==> src/design/smc_mac_pkg.sv <==
/*
  SMC multiple access controller, shared definitions
  size and state codes, bus data types, status bundle
*/
`default_nettype none

package smc_mac_pkg;

  //----------------------------------------------------------------------
  // bus geometry
  //----------------------------------------------------------------------
  localparam int bytes_per_word = 4;  // internal bus lanes
  localparam int byte_w         = 8;  // external bus width

  typedef logic [byte_w-1:0]                byte_t;  // external data
  typedef logic [bytes_per_word*byte_w-1:0] word_t;  // internal data

  //----------------------------------------------------------------------
  // transfer size, as carried on the internal bus
  //----------------------------------------------------------------------
  typedef enum logic [1:0] {
    xsiz_8  = 2'b00,  // byte
    xsiz_16 = 2'b01,  // halfword
    xsiz_32 = 2'b10   // word, 2'b11 not used
  } xfer_size_e;

  //----------------------------------------------------------------------
  // controller next state, one-hot
  //----------------------------------------------------------------------
  typedef enum logic [4:0] {
    st_idle  = 5'b00001,
    st_le    = 5'b00010,  // latch enable
    st_rw    = 5'b00100,  // access in progress
    st_store = 5'b01000,
    st_float = 5'b10000   // bus turnaround
  } smc_state_e;

  // accesses left after the current one, 0..3
  typedef logic [1:0] access_cnt_t;

  // status bundle from the access counter to the data path
  typedef struct packed {
    xfer_size_e  size;        // validated size
    access_cnt_t num_access;  // remaining count
    logic        mac_done;    // last access of transfer
  } mac_status_t;

endpackage

`default_nettype wire

==> src/design/smc_access_counter.sv <==
/*
  SMC access counter
  stores the transfer size and counts down the external byte accesses,
  flags the last one
*/
`default_nettype none

module smc_access_counter (
  input  wire                       sys_clk25,
  input  wire                       n_sys_reset25,
  input  wire                       valid_access,  // address cycle strobe
  input  wire smc_mac_pkg::xfer_size_e xfer_size,  // only valid with strobe
  input  wire                       access_done,   // end of one access
  input  wire smc_mac_pkg::smc_state_e next_state,
  output smc_mac_pkg::mac_status_t  status
);

  import smc_mac_pkg::*;

  xfer_size_e  r_xfer_size;   // size of transfer in flight
  xfer_size_e  v_xfer_size;   // validated size
  access_cnt_t load_count;    // start value for a new transfer
  access_cnt_t r_num_access;  // accesses still to go
  logic        count_dec;

  //----------------------------------------------------------------------
  // store transfer size
  //----------------------------------------------------------------------
  always_ff @(posedge sys_clk25 or negedge n_sys_reset25)
  begin
    if (!n_sys_reset25)
      r_xfer_size <= xsiz_8;
    else if (valid_access)
      r_xfer_size <= xfer_size;
  end

  // live size during address cycle, stored size after
  assign v_xfer_size = valid_access ? xfer_size : r_xfer_size;

  //----------------------------------------------------------------------
  // accesses needed on an 8-bit bus
  //----------------------------------------------------------------------
  always_comb
  begin
    case (xfer_size)
      xsiz_16: load_count = 2'd1;  // two accesses
      xsiz_32: load_count = 2'd3;  // four accesses
      default: load_count = 2'd0;  // byte, also code 11
    endcase
  end

  // no step when controller heads to store or idle
  assign count_dec = access_done && (next_state != st_store) &&
                     (next_state != st_idle);

  //----------------------------------------------------------------------
  // access counter
  //----------------------------------------------------------------------
  always_ff @(posedge sys_clk25 or negedge n_sys_reset25)
  begin
    if (!n_sys_reset25)
      r_num_access <= 2'd0;
    else if (valid_access)
      r_num_access <= load_count;           // new transfer wins
    else if (count_dec)
      r_num_access <= r_num_access - 2'd1;
  end

  assign status.size       = v_xfer_size;
  assign status.num_access = r_num_access;
  assign status.mac_done   = (r_num_access == 2'd0);  // last access

  // the external controller must not run more accesses than were loaded
  a_no_underflow : assert property (
    @(posedge sys_clk25) disable iff (!n_sys_reset25)
    (count_dec && !valid_access) |-> (r_num_access != 2'd0)
  );

endmodule

`default_nettype wire

==> src/design/smc_data_lanes.sv <==
/*
  SMC data lanes
  aligns read data onto the internal bus with lane copies for narrow
  reads, and picks the write byte for each external access
*/
`default_nettype none

module smc_data_lanes (
  input  wire smc_mac_pkg::mac_status_t status,
  input  wire                        latch_data,  // last byte is live
  input  wire smc_mac_pkg::byte_t    mem_rdata,
  input  wire smc_mac_pkg::word_t    hold_word,
  input  wire smc_mac_pkg::word_t    write_data,  // steady for transfer
  output smc_mac_pkg::word_t         read_data,
  output smc_mac_pkg::byte_t         mem_wdata
);

  import smc_mac_pkg::*;

  //----------------------------------------------------------------------
  // read path
  //----------------------------------------------------------------------
  // with latch_data high the live byte bypasses the holding register,
  // so the full word is on the bus in the same cycle
  always_comb
  begin
    case (status.size)
      xsiz_32:
      begin
        if (latch_data)
          read_data = {hold_word[31:8], mem_rdata};
        else
          read_data = hold_word;
      end
      xsiz_16:
      begin
        if (latch_data)
          read_data = {2{hold_word[15:8], mem_rdata}};  // both halves
        else
          read_data = {2{hold_word[15:0]}};
      end
      default:
      begin
        // byte, code 11 falls here too
        if (latch_data)
          read_data = {bytes_per_word{mem_rdata}};
        else
          read_data = {bytes_per_word{hold_word[7:0]}};
      end
    endcase
  end

  //----------------------------------------------------------------------
  // write path
  //----------------------------------------------------------------------
  // remaining count doubles as byte index, msb goes out first
  always_comb
  begin
    case (status.num_access)
      2'd3:    mem_wdata = write_data[31:24];
      2'd2:    mem_wdata = write_data[23:16];
      2'd1:    mem_wdata = write_data[15:8];
      default: mem_wdata = write_data[7:0];  // last or only byte
    endcase
  end

endmodule

`default_nettype wire

==> src/design/smc_mac_lite.sv <==
/*
  SMC multiple access controller, 8-bit external bus
  counter, read assembler and data lanes
*/
`default_nettype none

module smc_mac_lite (
  input  wire                        sys_clk25,
  input  wire                        n_sys_reset25,
  input  wire                        valid_access,
  input  wire smc_mac_pkg::xfer_size_e xfer_size,
  input  wire                        access_done,
  input  wire smc_mac_pkg::smc_state_e next_state,
  input  wire                        latch_data,
  input  wire smc_mac_pkg::byte_t    mem_rdata,
  input  wire smc_mac_pkg::word_t    write_data,
  output wire smc_mac_pkg::mac_status_t status,
  output wire smc_mac_pkg::word_t    read_data,
  output wire smc_mac_pkg::byte_t    mem_wdata
);

  import smc_mac_pkg::*;

  wire word_t hold_word;  // assembled read bytes

  smc_access_counter u_access_counter (
    .sys_clk25     (sys_clk25),
    .n_sys_reset25 (n_sys_reset25),
    .valid_access  (valid_access),
    .xfer_size     (xfer_size),
    .access_done   (access_done),
    .next_state    (next_state),
    .status        (status)
  );

  smc_read_assembler u_read_assembler (
    .sys_clk25     (sys_clk25),
    .n_sys_reset25 (n_sys_reset25),
    .status        (status),
    .latch_data    (latch_data),
    .mem_rdata     (mem_rdata),
    .hold_word     (hold_word)
  );

  smc_data_lanes u_data_lanes (
    .status     (status),
    .latch_data (latch_data),
    .mem_rdata  (mem_rdata),
    .hold_word  (hold_word),
    .write_data (write_data),
    .read_data  (read_data),
    .mem_wdata  (mem_wdata)
  );

  //----------------------------------------------------------------------
  // protocol checks across counter and data path
  //----------------------------------------------------------------------
  // a read byte in the address cycle would land in a stale lane
  a_no_latch_on_addr : assert property (
    @(posedge sys_clk25) disable iff (!n_sys_reset25)
    latch_data |-> !valid_access
  );

  // unused size code reaching the read lanes
  a_read_size_legal : assert property (
    @(posedge sys_clk25) disable iff (!n_sys_reset25)
    latch_data |-> (status.size != 2'b11)
  );

endmodule

`default_nettype wire

==> src/design/smc_read_assembler.sv <==
/*
  SMC read assembler
  packs external read bytes into the holding word, first byte most
  significant
*/
`default_nettype none

module smc_read_assembler (
  input  wire                        sys_clk25,
  input  wire                        n_sys_reset25,
  input  wire smc_mac_pkg::mac_status_t status,
  input  wire                        latch_data,  // mem_rdata valid
  input  wire smc_mac_pkg::byte_t    mem_rdata,
  output smc_mac_pkg::word_t         hold_word
);

  import smc_mac_pkg::*;

  word_t next_word;  // holding word after this byte

  //----------------------------------------------------------------------
  // lane select by remaining count
  //----------------------------------------------------------------------
  // count 3 is the first byte of a word, 1 the first of a halfword,
  // 0 the last byte of any transfer
  // lanes below the written one are cleared so a short read starts clean
  always_comb
  begin
    case (status.num_access)
      2'd3:
      begin
        next_word = {mem_rdata, 24'h0};               // top lane
      end
      2'd2:
      begin
        next_word = {hold_word[31:24], mem_rdata, 16'h0};
      end
      2'd1:
      begin
        next_word = {hold_word[31:16], mem_rdata, 8'h0};
      end
      default:
      begin
        next_word = {hold_word[31:8], mem_rdata};     // bottom lane
      end
    endcase
  end

  //----------------------------------------------------------------------
  // holding register
  //----------------------------------------------------------------------
  always_ff @(posedge sys_clk25 or negedge n_sys_reset25)
  begin
    if (!n_sys_reset25)
      hold_word <= '0;
    else if (latch_data)
      hold_word <= next_word;  // one byte per strobe
  end

endmodule

`default_nettype wire

==> config.mk <==
export PLATFORM = sky130hd
export DESIGN_NAME = smc_mac_lite
export DESIGN_NICKNAME = d
export VERILOG_FILES = /design/src/design/smc_mac_pkg.sv /design/src/design/smc_access_counter.sv /design/src/design/smc_data_lanes.sv /design/src/design/smc_mac_lite.sv /design/src/design/smc_read_assembler.sv
export SDC_FILE = /design/constraint.sdc
export NUM_CORES = 1
export LEC_CHECK = 0
export BUFFER_PORTS_ARGS = -buffer_cell sky130_fd_sc_hd__buf_2
export CORE_AREA = 8 8 76 78
export CTS_BUF_LIST = sky130_fd_sc_hd__clkbuf_16
export DETAILED_ROUTE_END_ITERATION = 6
export DIE_AREA = 0 0 84 86
export GPL_TIMING_DRIVEN = 1
export MAX_ROUTING_LAYER = met4
export PLACE_DENSITY = 0.84
export SLEW_MARGIN = 20
export SYNTH_ARGS = -nofsm -noshare
export SYNTH_HDL_FRONTEND = slang
export SYNTH_SLANG_ARGS = --single-unit
==> constraint.sdc <==
create_clock -name sys_clk25 -period 5.8 [get_ports sys_clk25]
set_clock_uncertainty 0.05 [all_clocks]
set_input_delay 1.16 -clock sys_clk25 [delete_from_list [all_inputs] [get_ports sys_clk25]]
set_output_delay 1.16 -clock sys_clk25 [all_outputs]
set_load 0.05 [all_outputs]
Word-level counts from Yosys, hierarchy flattened --
Cells that the tools add are included.
Storage, ports and cells: register bits after elaboration 36, input bits 52, output and inout port bits 45, logic and storage cells 37
Operators by class: $add $sub $neg 1, eq/ne operators 9, multiplexer cells 10, bitwise gates (word level) 2, reduce and logical (&&, ||, !) cells 9
Operators by type and width (number):
- $pmux W32 S3 | 1
- $pmux W32 S2 | 1
- $mux W32 | 1
- $mux W24 | 1
- $pmux W8 S3 | 1
- $eq A2 B2 Y1 const B | 4
- $mux W8 | 1
- $eq A2 B1 Y1 const B | 3
- $mux W2 | 3
- $ne A5 B1 Y1 const B | 1
- $ne A5 B4 Y1 const B | 1
- $pmux W2 S2 | 1
- $reduce_and A4 Y1 | 1
- $reduce_bool A2 Y1 | 2
- $reduce_and A3 Y1 | 1
- $reduce_bool A3 Y1 | 1
- $logic_and A1 B1 Y1 | 2
- $logic_not A2 Y1 | 1
- $not A1 Y1 | 2
- $reduce_and A2 Y1 | 1
- $sub A2 B1 Y2 const B | 1

Depth between registers and ports, before layout --
depth in word-level cells 5, mapped depth 9, gate-level depth less buffers 6

Modules after synthesis --
A second synthesis with hierarchy kept.
Second synthesis, totals: cell total of the unflattened synthesis 248, area, all modules 2483.6 sq um
By module, submodules not included:
- smc_read_assembler | times used 1, cells an instance 150, area each 1482.7 sq um, seq. area each 800.8 sq um
- smc_data_lanes | times used 1, cells an instance 72, area each 733.2 sq um, seq. area each 0.0 sq um
- smc_access_counter | times used 1, cells an instance 26, area each 267.8 sq um, seq. area each 100.1 sq um

Worst setup path after synthesis --
OpenSTA, ideal clock, no wires.
kind in2out, from in valid_access, to out read_data[16], arrival 3518 ps, required time 4590 ps, path slack 1072 ps, cell stages on the path 7, path buffers 2, cells stage by stage buf_2 > mux2i_1 > inv_1 > ha_1 > buf_2 > nor2_1 > o21ai_0
RTL lines:
- start, declared | RTL line smc_mac_lite.sv:10 | input wire valid_access,
- end, declared | RTL line smc_mac_lite.sv:18 | output wire smc_mac_pkg::word_t read_data,

Final worst setup path --
from in valid_access, to out read_data[21]
On the way: cells in the longest elaborated chain, start to end 3, elaborated cells between the ends (all ways) 4, those cells by class eq/ne: 2; mux: 2
RTL lines:
- $mux W2 *
- $eq A2 B1 Y1 / $eq A2 B2 Y1 (equally long branches) | RTL line smc_data_lanes.sv:27 | case (status.size)
- $pmux W32 S2 * | RTL line smc_data_lanes.sv:27
Every way passes the cells marked *; elsewhere a longest branch is shown, timed or not.

==> flow_metrics.tcl <==
set metrics [dict create \
    antenna_found_initial 0 \
    avgSynthCellArea_um2 8.58 \
    root_buffer "clkbuf_16" \
    cts_buffer_depth 2 \
    hold_viol 0 \
    rrSetupSlack_ns 3.70 \
    die_w_um 84 \
    ys.flop_type "dfrtp_1" \
    syn-cell-area_um2 2310 \
    overflow 0 \
    grt_setup_unrepaired "no" \
    vias_per_cell 5.35 \
    worstPathArrival_ns 3.29 \
    status "completed" \
    slew_headroom_pct 43.1 \
    place_hpwl_mm 5.09 \
    cts_max_level 2 \
    synth_edf_count 0 \
    grt_max_degree 37 \
    drt_iter0_markers 134 \
    yosysTopAreaCell "dfrtp_1" \
    cts_setup_buffers 0 \
    gp_congestion 0.806 \
    synthCells 269 \
    min_period_ns 4.50 \
    cts_made_buffers 5 \
    clk_pin_slew_ns 0.05 \
    ctsResizeCount 0 \
    num-fill-cells 411 \
    ctsHoldBuffers 0 \
    power_density_nw_per_um2 373 \
    io_buffer_count 96 \
    fmax_mhz 222 \
    synthToLayoutAreaGrowth_pct 24.1 \
    antennaDiodeCount 0 \
    synth_area_leaders "dfrtp_1, nand2_1, mux2i_1" \
    dieHeight_um 86 \
    post-route-period-util_pct 77.6 \
    start_util_pct 50.2 \
    grt_pass1_wl_mm 11.1 \
    worst-path-max-fanout 19 \
    fin_hold_ws_ns 0.432 \
    route.detailed.drc 0 \
    setup_viol 0 \
    cts_tree "yes" \
    synth-seq-cells 36 \
    ioPinCount 97 \
    slew_viol_final 0 \
    synth_fp_nets 328 \
    end_kind "output pin" \
    grt_use_total_pct 19.5 \
    die_area_um2 7220 \
    insertion_delay_ns 0.27 \
    clock_sinks 36 \
    nNetsFinal 412 \
    drtAntennaViolNets 0 \
    drt_pass1_iterations 4 \
    yosysTopAreaCellShare_pct 39.0 \
    required_ns 4.59 \
    ys_warn_count 0 \
    maxCapViolations 0 \
    start_kind "input port" \
    critPathKind "in2out" \
    wire_per_inst_um 16.2 \
    p_leak_nw 1.61 \
    finalSetupTns_ns 0 \
    routed_wl_mm 6.60 \
    seq_area_frac_synth_pct 39.0 \
    peakVddDrop_mv 0.207 \
    vias 2179 \
    worst_slew_pin_slew_ns 0.854 \
    grt_pass1_vias 2358 \
    core.rowCount 25 \
    synth_cell_types 31 \
    synth-async-reset-ratio_pct 100 \
    core_area_um2 4600 \
    post_route_cells_drive_above_1_share_pct 34.0 \
    hold_path.class "reg2reg" \
]
[metrics by stage]
step                instance area [µm²]  total power [mW]  util, %  instances  setup WS, ns
global placement                   2730             0.815     59.3        400          1.41
detailed placement                 2730             0.826     59.3        400          1.32
CTS                                2860              1.08     62.2        407          1.28
floorplan                          2310             0.711        -        269          1.07
finish                             2860              1.07     62.3        407          1.30
global route                       2860              1.13     62.3        407         0.972
[cell usage in the layout (no fill, tap or decap), types with 2 or more instances in the layout]
cell type / count
buf_2: 96
inv_1: 24
nand2_1: 66
nand2b_1: 8
nand3_1: 9
clkbuf_16: 5
a21oi_1: 2
a222oi_1: 8
inv_2: 8
nor2_1: 10
dfrtp_1: 36
nor2b_1: 3
ha_1: 7
a22oi_1: 8
o21ai_1: 10
mux2i_1: 20
o21ai_0: 14
mux2i_2: 6
[synthesized netlist by cell type, types with 7 or more instances]
library cell  number
o21ai_1           10
o21ai_0           14
nand2_1           66
nand2b_1           8
a22oi_1            8
ha_1               7
nor2_1            10
nand3_1            9
mux2i_1           20
buf_2             12
a222oi_1           8
inv_1             23
inv_2              8
dfrtp_1           36
[worst max-delay path: stages]
cell     delay [ns]
buf_2          0.16
mux2i_1        0.25
inv_1          0.09
ha_1           0.53
nor2b_1        0.58
nand2_1        0.10
o21ai_0        0.10
buf_2          0.31
[routing by layer]
layer,routed length (µm),part of all wire (%),vias up,global-route usage (%)
met4,80,1.2,0,5.34
met1,2800,42,1022,22.4
met3,560,8.5,5,7.11
met5,0,0,-,-
li1,-,-,1058,-
met2,3160,48,94,31.4
[report_power, final]
group          internal (mW)  total, mW  switching (mW)  leakage [nW]
combinational          0.128      0.480           0.352          1.06
clock                  0.154      0.246          0.0925        0.0709
sequential             0.307      0.340          0.0334         0.472
total                  0.589       1.07           0.478          1.61
[kinds of logic (layout without fill, tap and decap cells)]
| family | after synthesis | after routing | synth area share (%) |
|---|---|---|---|
| buf+inv | 50 | 134 | 10.6 |
| xor+xnor | 1 | 1 | 0.380 |
| simple gates | 102 | 102 | 19.6 |
| flops | 36 | 36 | 39.0 |
| mux | 26 | 26 | 12.3 |
| fa+ha+maj | 7 | 7 | 3.80 |
| compound gates | 47 | 47 | 14.3 |
[worst paths after layout]
kind | from | endpoint | depth (start not counted)
setup / recovery | valid_access | read_data[21] | 8
hold / removal | u_read_assembler.hold_word[25] | u_read_assembler.hold_word[25] | 2
setup reg to reg | u_access_counter.r_num_access[0] | u_read_assembler.hold_word[15] | 5
hold reg to reg | u_read_assembler.hold_word[25] | u_read_assembler.hold_word[25] | 2
max in group asynchronous | n_sys_reset25 | u_read_assembler.hold_word[21] | 1
min in group asynchronous | n_sys_reset25 | u_read_assembler.hold_word[15] | 1
[sequential cells by signal, indices dropped and copies added (netlist names)]
register / flops
u_access_counter.r_num_access: 2
u_read_assembler.hold_word: 32
u_access_counter.r_xfer_size: 2
[final cells by class]
class / instances / area (µm²) / area share (%)
sequential: 36 / 901 / 31.5
inverter: 31 / 116 / 4.06
timing repair buffer: 96 / 480 / 16.8
multi-input combinational: 183 / 1160 / 40.6
tap: 54 / 67.6 / 2.36
clock buffer: 5 / 125 / 4.37
clock inverter: 2 / 8.76 / 0.306
No activity file was read; power rests on OpenSTA's default activity.
